**src/hw/dp_pkg.sv**
```systemverilog
// Data-processing pipeline definitions
package dp_pkg;

  localparam int WORD_W   = 32;
  localparam int NUM_REGS = 16;

  typedef logic [WORD_W-1:0] word_t;
  typedef logic [3:0]        reg_idx_t;

  // ARM data-processing opcode order
  typedef enum logic [3:0] {
    OP_AND, OP_EOR, OP_SUB, OP_RSB, OP_ADD, OP_ADC, OP_SBC, OP_RSC,
    OP_TST, OP_TEQ, OP_CMP, OP_CMN, OP_ORR, OP_MOV, OP_BIC, OP_MVN
  } alu_op_t;

  typedef enum logic [3:0] {
    COND_EQ, COND_NE, COND_CS, COND_CC, COND_MI, COND_PL, COND_VS, COND_VC,
    COND_HI, COND_LS, COND_GE, COND_LT, COND_GT, COND_LE, COND_AL, COND_NV
  } cond_t;

  typedef struct packed {
    logic n;
    logic z;
    logic c;
    logic v;
  } flags_t;

  typedef struct packed {
    logic       valid;
    cond_t      cond;
    alu_op_t    op;
    logic       set_flags;
    logic       imm_form;
    reg_idx_t   rd;
    word_t      operand_a;    // Rn value after forwarding
    word_t      rm_value;     // Rm value after forwarding
    logic [11:0] shift_field;
  } ex_ctrl_t;

  // Value execute commits at the next edge
  typedef struct packed {
    logic     write;
    reg_idx_t rd;
    word_t    data;
  } fwd_t;

  typedef struct packed {
    logic     valid;
    logic     executed;
    logic     write;
    reg_idx_t rd;
    word_t    data;
    flags_t   flags;
  } result_t;

  // Compare and test opcodes only touch the flags
  function automatic logic writes_rd(alu_op_t op);
    return !(op inside {OP_TST, OP_TEQ, OP_CMP, OP_CMN});
  endfunction

endpackage

```
**src/hw/reg_file.sv**
```systemverilog
// Register file
`timescale 1ns/1ps

module reg_file import dp_pkg::*; (
  input  logic     clk,
  input  logic     reset,
  input  reg_idx_t rn_idx,
  input  reg_idx_t rm_idx,
  input  reg_idx_t wr_idx,
  input  logic     wr_en,
  input  word_t    wr_data,
  output word_t    rn_data,
  output word_t    rm_data
);

  word_t regs [NUM_REGS];

  always_ff @(posedge clk or posedge reset) begin
    if (reset) begin
      for (int i = 0; i < NUM_REGS; i++) begin
        regs[i] <= '0;
      end
    end else if (wr_en) begin
      regs[wr_idx] <= wr_data;                  // Single write port
    end
  end

  // Old value is visible during the write cycle
  assign rn_data = regs[rn_idx];
  assign rm_data = regs[rm_idx];

  a_wr_data_known: assert property (
    @(posedge clk) disable iff (reset) wr_en |-> !$isunknown(wr_data)
  ) else $error("reg_file write of unknown data to r%0d", wr_idx);

endmodule

```
**src/hw/operand_shifter.sv**
```systemverilog
// Second operand shifter
`timescale 1ns/1ps

module operand_shifter import dp_pkg::*; (
  input  logic        imm_form,
  input  logic [11:0] shift_field,
  input  word_t       rm_value,
  output word_t       operand_b
);

  logic [4:0]          rot_amt;
  logic [4:0]          shift_amt;
  logic [1:0]          shift_type;
  word_t               imm_word;
  logic [2*WORD_W-1:0] imm_rot;
  logic [2*WORD_W-1:0] rm_rot;

  assign rot_amt    = {shift_field[11:8], 1'b0};    // Twice the rotate field
  assign shift_amt  = shift_field[11:7];
  assign shift_type = shift_field[6:5];
  assign imm_word   = {{(WORD_W-8){1'b0}}, shift_field[7:0]};

  // Doubled word turns a right shift into a rotate
  assign imm_rot = {imm_word, imm_word} >> rot_amt;
  assign rm_rot  = {rm_value, rm_value} >> shift_amt;

  always_comb begin
    if (imm_form) begin
      operand_b = imm_rot[WORD_W-1:0];
    end else begin
      case (shift_type)
        2'b00:   operand_b = rm_value << shift_amt;             // LSL
        2'b01:   operand_b = rm_value >> shift_amt;             // LSR
        2'b10:   operand_b = word_t'($signed(rm_value) >>> shift_amt);  // ASR
        default: operand_b = rm_rot[WORD_W-1:0];                // ROR
      endcase
    end
  end

  // A zero amount leaves rm_value unchanged for every type

endmodule

```
**src/hw/alu.sv**
```systemverilog
// Data-processing ALU
`timescale 1ns/1ps

module alu import dp_pkg::*; (
  input  alu_op_t op,
  input  word_t   a,
  input  word_t   b,
  input  logic    carry_in,
  input  flags_t  flags_in,
  output word_t   data,
  output flags_t  flags_out
);

  word_t         add_x;
  word_t         add_y;
  logic          add_cin;
  logic          arith;
  logic [WORD_W:0] sum;

  // One adder serves every arithmetic opcode
  always_comb begin
    arith   = 1'b1;
    add_x   = a;
    add_y   = b;
    add_cin = 1'b0;
    case (op)
      OP_SUB, OP_CMP: begin
        add_y   = ~b;
        add_cin = 1'b1;
      end
      OP_RSB: begin
        add_x   = b;
        add_y   = ~a;
        add_cin = 1'b1;
      end
      OP_ADC:         add_cin = carry_in;
      OP_SBC: begin
        add_y   = ~b;
        add_cin = carry_in;                     // Borrow is not carry
      end
      OP_RSC: begin
        add_x   = b;
        add_y   = ~a;
        add_cin = carry_in;
      end
      OP_ADD, OP_CMN: add_cin = 1'b0;
      default:        arith = 1'b0;
    endcase
  end

  assign sum = {1'b0, add_x} + {1'b0, add_y} + {{WORD_W{1'b0}}, add_cin};

  always_comb begin
    case (op)
      OP_AND, OP_TST: data = a & b;
      OP_EOR, OP_TEQ: data = a ^ b;
      OP_ORR:         data = a | b;
      OP_MOV:         data = b;
      OP_BIC:         data = a & ~b;
      OP_MVN:         data = ~b;
      default:        data = sum[WORD_W-1:0];
    endcase
  end

  assign flags_out.n = data[WORD_W-1];
  assign flags_out.z = (data == '0);
  assign flags_out.c = arith ? sum[WORD_W] : flags_in.c;    // Logical ops keep C
  // Overflow when same-sign addends give a different-sign sum
  assign flags_out.v = arith ? ((add_x[WORD_W-1] == add_y[WORD_W-1]) &&
                                (sum[WORD_W-1] != add_x[WORD_W-1]))
                             : flags_in.v;

endmodule

```
**src/hw/decode_stage.sv**
```systemverilog
// Instruction decode stage
`timescale 1ns/1ps

module decode_stage import dp_pkg::*; (
  input  logic     clk,
  input  logic     reset,
  input  logic     instr_valid,
  input  word_t    instr,
  output reg_idx_t rn_idx,
  output reg_idx_t rm_idx,
  input  word_t    rn_data,
  input  word_t    rm_data,
  input  fwd_t     fwd,
  output ex_ctrl_t ex_ctrl
);

  logic     id_valid;
  word_t    id_instr;
  ex_ctrl_t ex_next;

  // Instruction register, captured at the accepting edge
  always_ff @(posedge clk or posedge reset) begin
    if (reset) begin
      id_valid <= 1'b0;
      id_instr <= '0;
    end else begin
      id_valid <= instr_valid;
      id_instr <= instr;
    end
  end

  assign rn_idx = id_instr[19:16];
  assign rm_idx = id_instr[3:0];

  always_comb begin
    ex_next.valid       = id_valid;
    ex_next.cond        = cond_t'(id_instr[31:28]);
    ex_next.op          = alu_op_t'(id_instr[24:21]);
    ex_next.set_flags   = id_instr[20];
    ex_next.imm_form    = id_instr[25];
    ex_next.rd          = id_instr[15:12];
    ex_next.shift_field = id_instr[11:0];
    // Older results are already in the register file
    ex_next.operand_a   = (fwd.write && fwd.rd == rn_idx) ? fwd.data : rn_data;
    ex_next.rm_value    = (fwd.write && fwd.rd == rm_idx) ? fwd.data : rm_data;
  end

  always_ff @(posedge clk or posedge reset) begin
    if (reset) begin
      ex_ctrl <= '0;
    end else begin
      ex_ctrl <= ex_next;
    end
  end

  // Register-specified shift amounts are not decoded
  a_no_reg_shift: assert property (
    @(posedge clk) disable iff (reset) (instr_valid && !instr[25]) |-> !instr[4]
  ) else $error("register-form instruction with bit 4 set: %h", instr);

endmodule

```
**src/hw/execute_stage.sv**
```systemverilog
// Execute stage with status register
`timescale 1ns/1ps

module execute_stage import dp_pkg::*; (
  input  logic     clk,
  input  logic     reset,
  input  ex_ctrl_t ex_ctrl,
  output fwd_t     fwd,
  output result_t  result,
  output flags_t   flags
);

  word_t  operand_b;
  word_t  alu_data;
  flags_t alu_flags;
  flags_t next_flags;
  logic   executed;

  function automatic logic cond_pass(cond_t cond, flags_t f);
    case (cond)
      COND_EQ: return f.z;
      COND_NE: return !f.z;
      COND_CS: return f.c;
      COND_CC: return !f.c;
      COND_MI: return f.n;
      COND_PL: return !f.n;
      COND_VS: return f.v;
      COND_VC: return !f.v;
      COND_HI: return f.c && !f.z;
      COND_LS: return !f.c || f.z;
      COND_GE: return f.n == f.v;
      COND_LT: return f.n != f.v;
      COND_GT: return !f.z && (f.n == f.v);
      COND_LE: return f.z || (f.n != f.v);
      COND_AL: return 1'b1;
      default: return 1'b0;                     // NV never executes
    endcase
  endfunction

  operand_shifter u_shifter (
    .imm_form    (ex_ctrl.imm_form),
    .shift_field (ex_ctrl.shift_field),
    .rm_value    (ex_ctrl.rm_value),
    .operand_b   (operand_b)
  );

  alu u_alu (
    .op        (ex_ctrl.op),
    .a         (ex_ctrl.operand_a),
    .b         (operand_b),
    .carry_in  (flags.c),
    .flags_in  (flags),
    .data      (alu_data),
    .flags_out (alu_flags)
  );

  assign executed   = ex_ctrl.valid && cond_pass(ex_ctrl.cond, flags);
  assign next_flags = (executed && ex_ctrl.set_flags) ? alu_flags : flags;

  // Live commit value, also the forwarding source
  assign fwd.write = executed && writes_rd(ex_ctrl.op);
  assign fwd.rd    = ex_ctrl.rd;
  assign fwd.data  = alu_data;

  always_ff @(posedge clk or posedge reset) begin
    if (reset) begin
      flags  <= '0;
      result <= '0;
    end else begin
      flags           <= next_flags;
      result.valid    <= ex_ctrl.valid;
      result.executed <= executed;
      result.write    <= fwd.write;
      result.rd       <= ex_ctrl.rd;
      result.data     <= executed ? alu_data : '0;    // Skipped ops retire zero
      result.flags    <= next_flags;
    end
  end

  a_write_executed: assert property (
    @(posedge clk) disable iff (reset) result.write |-> result.executed
  ) else $error("register write retired from a skipped instruction");

endmodule

```
**src/hw/dp_core.sv**
```systemverilog
// Two-stage data-processing core
`timescale 1ns/1ps

module dp_core import dp_pkg::*; (
  input  logic    clk,
  input  logic    reset,
  input  logic    instr_valid,
  input  word_t   instr,
  output result_t result,
  output flags_t  flags
);

  reg_idx_t rn_idx;
  reg_idx_t rm_idx;
  word_t    rn_data;
  word_t    rm_data;
  ex_ctrl_t ex_ctrl;
  fwd_t     fwd;

  reg_file u_reg_file (
    .clk     (clk),
    .reset   (reset),
    .rn_idx  (rn_idx),
    .rm_idx  (rm_idx),
    .wr_idx  (fwd.rd),                          // Write port fed by the commit value
    .wr_en   (fwd.write),
    .wr_data (fwd.data),
    .rn_data (rn_data),
    .rm_data (rm_data)
  );

  decode_stage u_decode (
    .clk         (clk),
    .reset       (reset),
    .instr_valid (instr_valid),
    .instr       (instr),
    .rn_idx      (rn_idx),
    .rm_idx      (rm_idx),
    .rn_data     (rn_data),
    .rm_data     (rm_data),
    .fwd         (fwd),
    .ex_ctrl     (ex_ctrl)
  );

  execute_stage u_execute (
    .clk     (clk),
    .reset   (reset),
    .ex_ctrl (ex_ctrl),
    .fwd     (fwd),
    .result  (result),
    .flags   (flags)
  );

endmodule

```
**config.mk**
```make
export PLATFORM = sky130hd
export DESIGN_NAME = dp_core
export DESIGN_NICKNAME = d
export VERILOG_FILES = /design/src/hw/dp_pkg.sv /design/src/hw/reg_file.sv /design/src/hw/operand_shifter.sv /design/src/hw/alu.sv /design/src/hw/decode_stage.sv /design/src/hw/execute_stage.sv /design/src/hw/dp_core.sv
export SDC_FILE = /design/constraint.sdc
export NUM_CORES = 2
export LEC_CHECK = 0
export ABC_AREA = 1
export BUFFER_PORTS_ARGS = -buffer_cell sky130_fd_sc_hd__buf_2
export CAP_MARGIN = 0
export CORE_AREA = 3 3 383 290
export CTS_CLUSTER_DIAMETER = 200
export DETAILED_ROUTE_END_ITERATION = 10
export DIE_AREA = 0 0 386 293
export SLEW_MARGIN = 20
export SYNTH_ARGS = -nofsm -noshare
export SYNTH_HDL_FRONTEND = slang
export SYNTH_SLANG_ARGS = --single-unit
```
**constraint.sdc**
```tcl
create_clock -name clk -period 38 [get_ports clk]
set_input_delay 5.7 -clock clk [delete_from_list [all_inputs] [get_ports clk]]
set_output_delay 5.7 -clock clk [all_outputs]
set_load 0.05 [all_outputs]
```
==> results list <==
* Setup Buffers After CTS: 0
- Run status: completed
- The count of buffers added on input and output ports is between 70 and 80.
* Total iterations of the first detailed-routing run: 6
- Measured in cells, the most critical reg-to-reg path has a length of 29.
- When the netlist entered floorplanning its net count stood at approximately 6200.
- Vias per inst: 5.91
- The clock passes through at most 3 buffers.
- The number of global-route vias before repair was between 30000 and 40000.
- Standby leakage power: between 20 and 25 nW
- Synthesized area: around 0.043 mm2
* Cells after Synth: a little over 6000
- Yosys printed 0 warnings.
* Hold WC Path Type: flop to flop
- Together, buffers and inverters on the worst path number 4.
* Max Transition Viols Final: 0
* Final setup violation count: 0
- Number of rows created at floorplan: roughly 100
- # resized after CTS: 0
* Critical path's slowest cell: buf_4
- Setup total negative slack on the finished layout was measured at 0 ns.
- In this run the standard cell core region covers 0.107 mm2.
- Setup repair after global routing left no endpoint under its margin.
- In this run, the number of DRC markers left after iteration 0 of detailed routing was 5901.
- The worst hold path terminates at u_decode.ex_ctrl[82]$_DFF_PP0_.
- Grt ovf: 0
- Kind of end point of the critical path: asynchronous set/reset pin
* Die width: between 300 and 400 um
- Largest fanout on the critical path: approximately 160
* Wire length of the first global-routing pass: 254000 um
* Distinct cell type count after synthesis: between 60 and 70
* Antenna violation net count after detailed routing: 0
- For this design the ratio of total power to cell area is about 57 mW/mm2.
- The worst hold path was traced through 0 stages.
- Average cell area after synthesis: approximately 7 um2
- Category of the most critical setup path: primary input to asynchronous set/reset pin
- For this run, the total global-route usage over all layers was measured as 29.5%.
* Die height: ~290 um
* Count of max-cap constraint violations: 0
* TritonCTS clock tree: done
- Leaving out fill and tap cells, the most frequent cell in the layout is nand2_1.
- Clock Sink Count: between 600 and 700
* Number of synthesized register bits: ~680
- At the end of routability-driven placement, the weighted congestion stood at between 0.9 and 1.
* Register-to-register setup slack: between 30 and 40 ns
* Sequential area share after synthesis: 39.4%
- Filler cell count in the final layout: around 11000
- For the worst-skew pair, the clock arrives at the later sink with an insertion delay of slightly below 0.7 ns.
- Across all hold checks on the routed design, the worst slack comes to around 0.35 ns.
- Detailed placement finished with a half-perimeter wire length of 107000 um.
- Tracing the worst setup path back leads to its startpoint at reset.
- The worst hold path begins at u_decode.id_instr[21]$_DFF_PP0_.
- Worst-case clock skew: 0.0285 ns
- Detailed routing inserted a total of roughly 43000 vias.
- Layout-stage area growth over the synthesis result: 7.57%
- For this configuration, the core starts out at a cell density of approximately 40%.
- The startpoint identified for the worst register-to-register timing path is u_decode.ex_ctrl[9]$_DFF_PP0_.
- The floorplan step defined a die boundary enclosing 0.113 mm2.
- Worst slew slack as a fraction of its limit: between 20% and 30%
- Routed len/inst: roughly 23 um
* Clock-pin slew on the worst setup and hold paths: approximately 0.060 ns
- Worst ir drop on vdd: between 0.00005 and 0.00006 V
- STA puts the critical path data arrival time at roughly 8.3 ns.
- At the pin with the least slew margin, the transition time is 1.14 ns.
- Dividing the final minimum period by the clock period gives roughly a fifth.
- Layout Utilization: a little over two fifths
* Delay of the slowest critical-path stage: about 0.86 ns
- Nets: 5972
* Post-synth ARST share: 100%
- STA puts the critical path data required time at ~39 ns.
- The most used flip-flop cell after synthesis is dfrtp_1.
* Number of failing hold endpoints at the final stage: 0
- The critical path goes through buf_2, inv_8, buf_4, buf_12.
- Number of H-tree levels: 3
* Number of enable flip-flop cells after synthesis: 0
- The tree is rooted in a clkbuf_16.
* Endpoint of the most critical register-to-register path: u_decode.ex_ctrl[74]$_DFF_PP0_
- The post-route netlist has 7.03% of its cells at a drive strength greater than 1.
* Wirelength, routed: between 150000 and 200000 um
- Top Ports: ~80
- Crit path launch type: primary input
- After detailed routing, the number of remaining DRC violations is 0.
- The library cells used most frequently in the layout, excluding fill and tap cells, are nand2_1 (1488), o21ai_0 (873), dfrtp_1 (666), nand3_1 (575), inv_1 (468).
- Entering global routing, the biggest net connects 251 pins.
- Family with the most delay on the worst path: buffers and inverters
- The routed design could run at a clock period as short as around 7.6 ns.
* Number of antenna violations at the first check in global routing: 4
- Total clock buffers created by CTS: 76
- After clock tree synthesis, the flow added hold-fix buffers numbering 0.
- For this run, the top clock speed supported by timing is 131 MHz.
==> through the flow <==
stage | instance area (um2) | total power, W | instances | setup WS (ns)
6_report | 46300 | 0.00266 | 7366 | 30.38
5_1_grt | 46200 | 0.00282 | 7362 | 30.08
4_1_cts | 46200 | 0.00265 | 7362 | 30.40
3_5_place_dp | 43600 | 0.00187 | 7225 | 29.69
3_3_place_gp | 43600 | 0.00185 | 7225 | 29.69
2_1_floorplan | 43000 | 0.00162 | 6114 | 13.32
==> where the power goes <==
part,switching [W],internal (W),total [W]
combinational,0.000563,0.000246,0.000809
clock,0.000333,0.000447,0.000780
sequential,0.000147,0.000923,0.00107
total,0.00104,0.00162,0.00266
==> routing by layer <==
layer | wire [um] | track usage (%) | share of wire [%] | up-vias
li1 | - | - | - | 20200
met1 | 75900 | 44.6 | 45 | 20500
met2 | 67600 | 40.5 | 40 | 2465
met3 | 20000 | 6.80 | 12 | 365
met4 | 6680 | 10.6 | 3.9 | 4
met5 | 46 | 0 | 0.027 | -
==> kinds of logic after synthesis <==
group	after synthesis	share of synthesized area (%)
AND/OR/NAND/NOR	2455	24.1
AO/OA/AOI/OAI	1916	24.6
XOR/XNOR	11	0.224
flip-flops	677	39.4
buffers and inverters	989	9.75
adder cells (fa/ha/maj)	65	1.93
multiplexers	1	0.0233
==> area by class of cell <==
| cell class | count | area [um2] | share of cell area, % |
|---|---|---|---|
| multi-input cells | 4448 | 21900 | 47.3 |
| flip-flops and latches | 677 | 17000 | 36.7 |
| clock buffers | 101 | 2130 | 4.60 |
| inverters | 507 | 1920 | 4.16 |
| diodes | 4 | 10.0 | 0.0216 |
| repair buffers | 162 | 1080 | 2.34 |
| clock inverters | 36 | 475 | 1.03 |
| well taps | 1431 | 1790 | 3.87 |
==> flip-flops by register name, summed over array words and instances, names as in the netlist <==
register           flops
u_execute.result      43
u_decode.id_valid      1
u_decode.id_instr     30
u_reg_file.regs      512
u_decode.ex_ctrl      91
==> how the worst max path moves through the flow <==
| stage | cells after the start | slack (ns) | to |
|---|---|---|---|
| floorplan | 1 | 13.32 | u_decode.ex_ctrl[0]$_DFF_PP0_ |
| global placement | 4 | 29.69 | u_decode.id_instr[28]$_DFF_PP0_ |
| detailed placement | 4 | 29.69 | u_decode.id_instr[28]$_DFF_PP0_ |
| CTS | 4 | 30.40 | u_decode.ex_ctrl[88]$_DFF_PP0_ |
| global route | 4 | 30.08 | u_decode.ex_ctrl[88]$_DFF_PP0_ |
| finish | 4 | 30.38 | u_reg_file.regs[292]$_DFFE_PP0P_ |
==> synth_stat cells (25+ instances only) <==
master    number  area [um2]
a21oi_1      450        2250
a31oi_1       66         413
buf_1         33         124
buf_2         69         345
buf_4         44         330
clkbuf_1     302        1130
dfrtp_1      677       16900
ha_1          63         788
inv_1        472        1770
inv_2         25        93.8
nand2_1     1488        5590
nand3_1      575        2880
nor2_1       290        1090
o211ai_1     123         923
o21ai_0      874        4370
o21ai_1      238        1190
o221ai_1      92         806
Note: power is estimated with default switching activity, not from simulation.
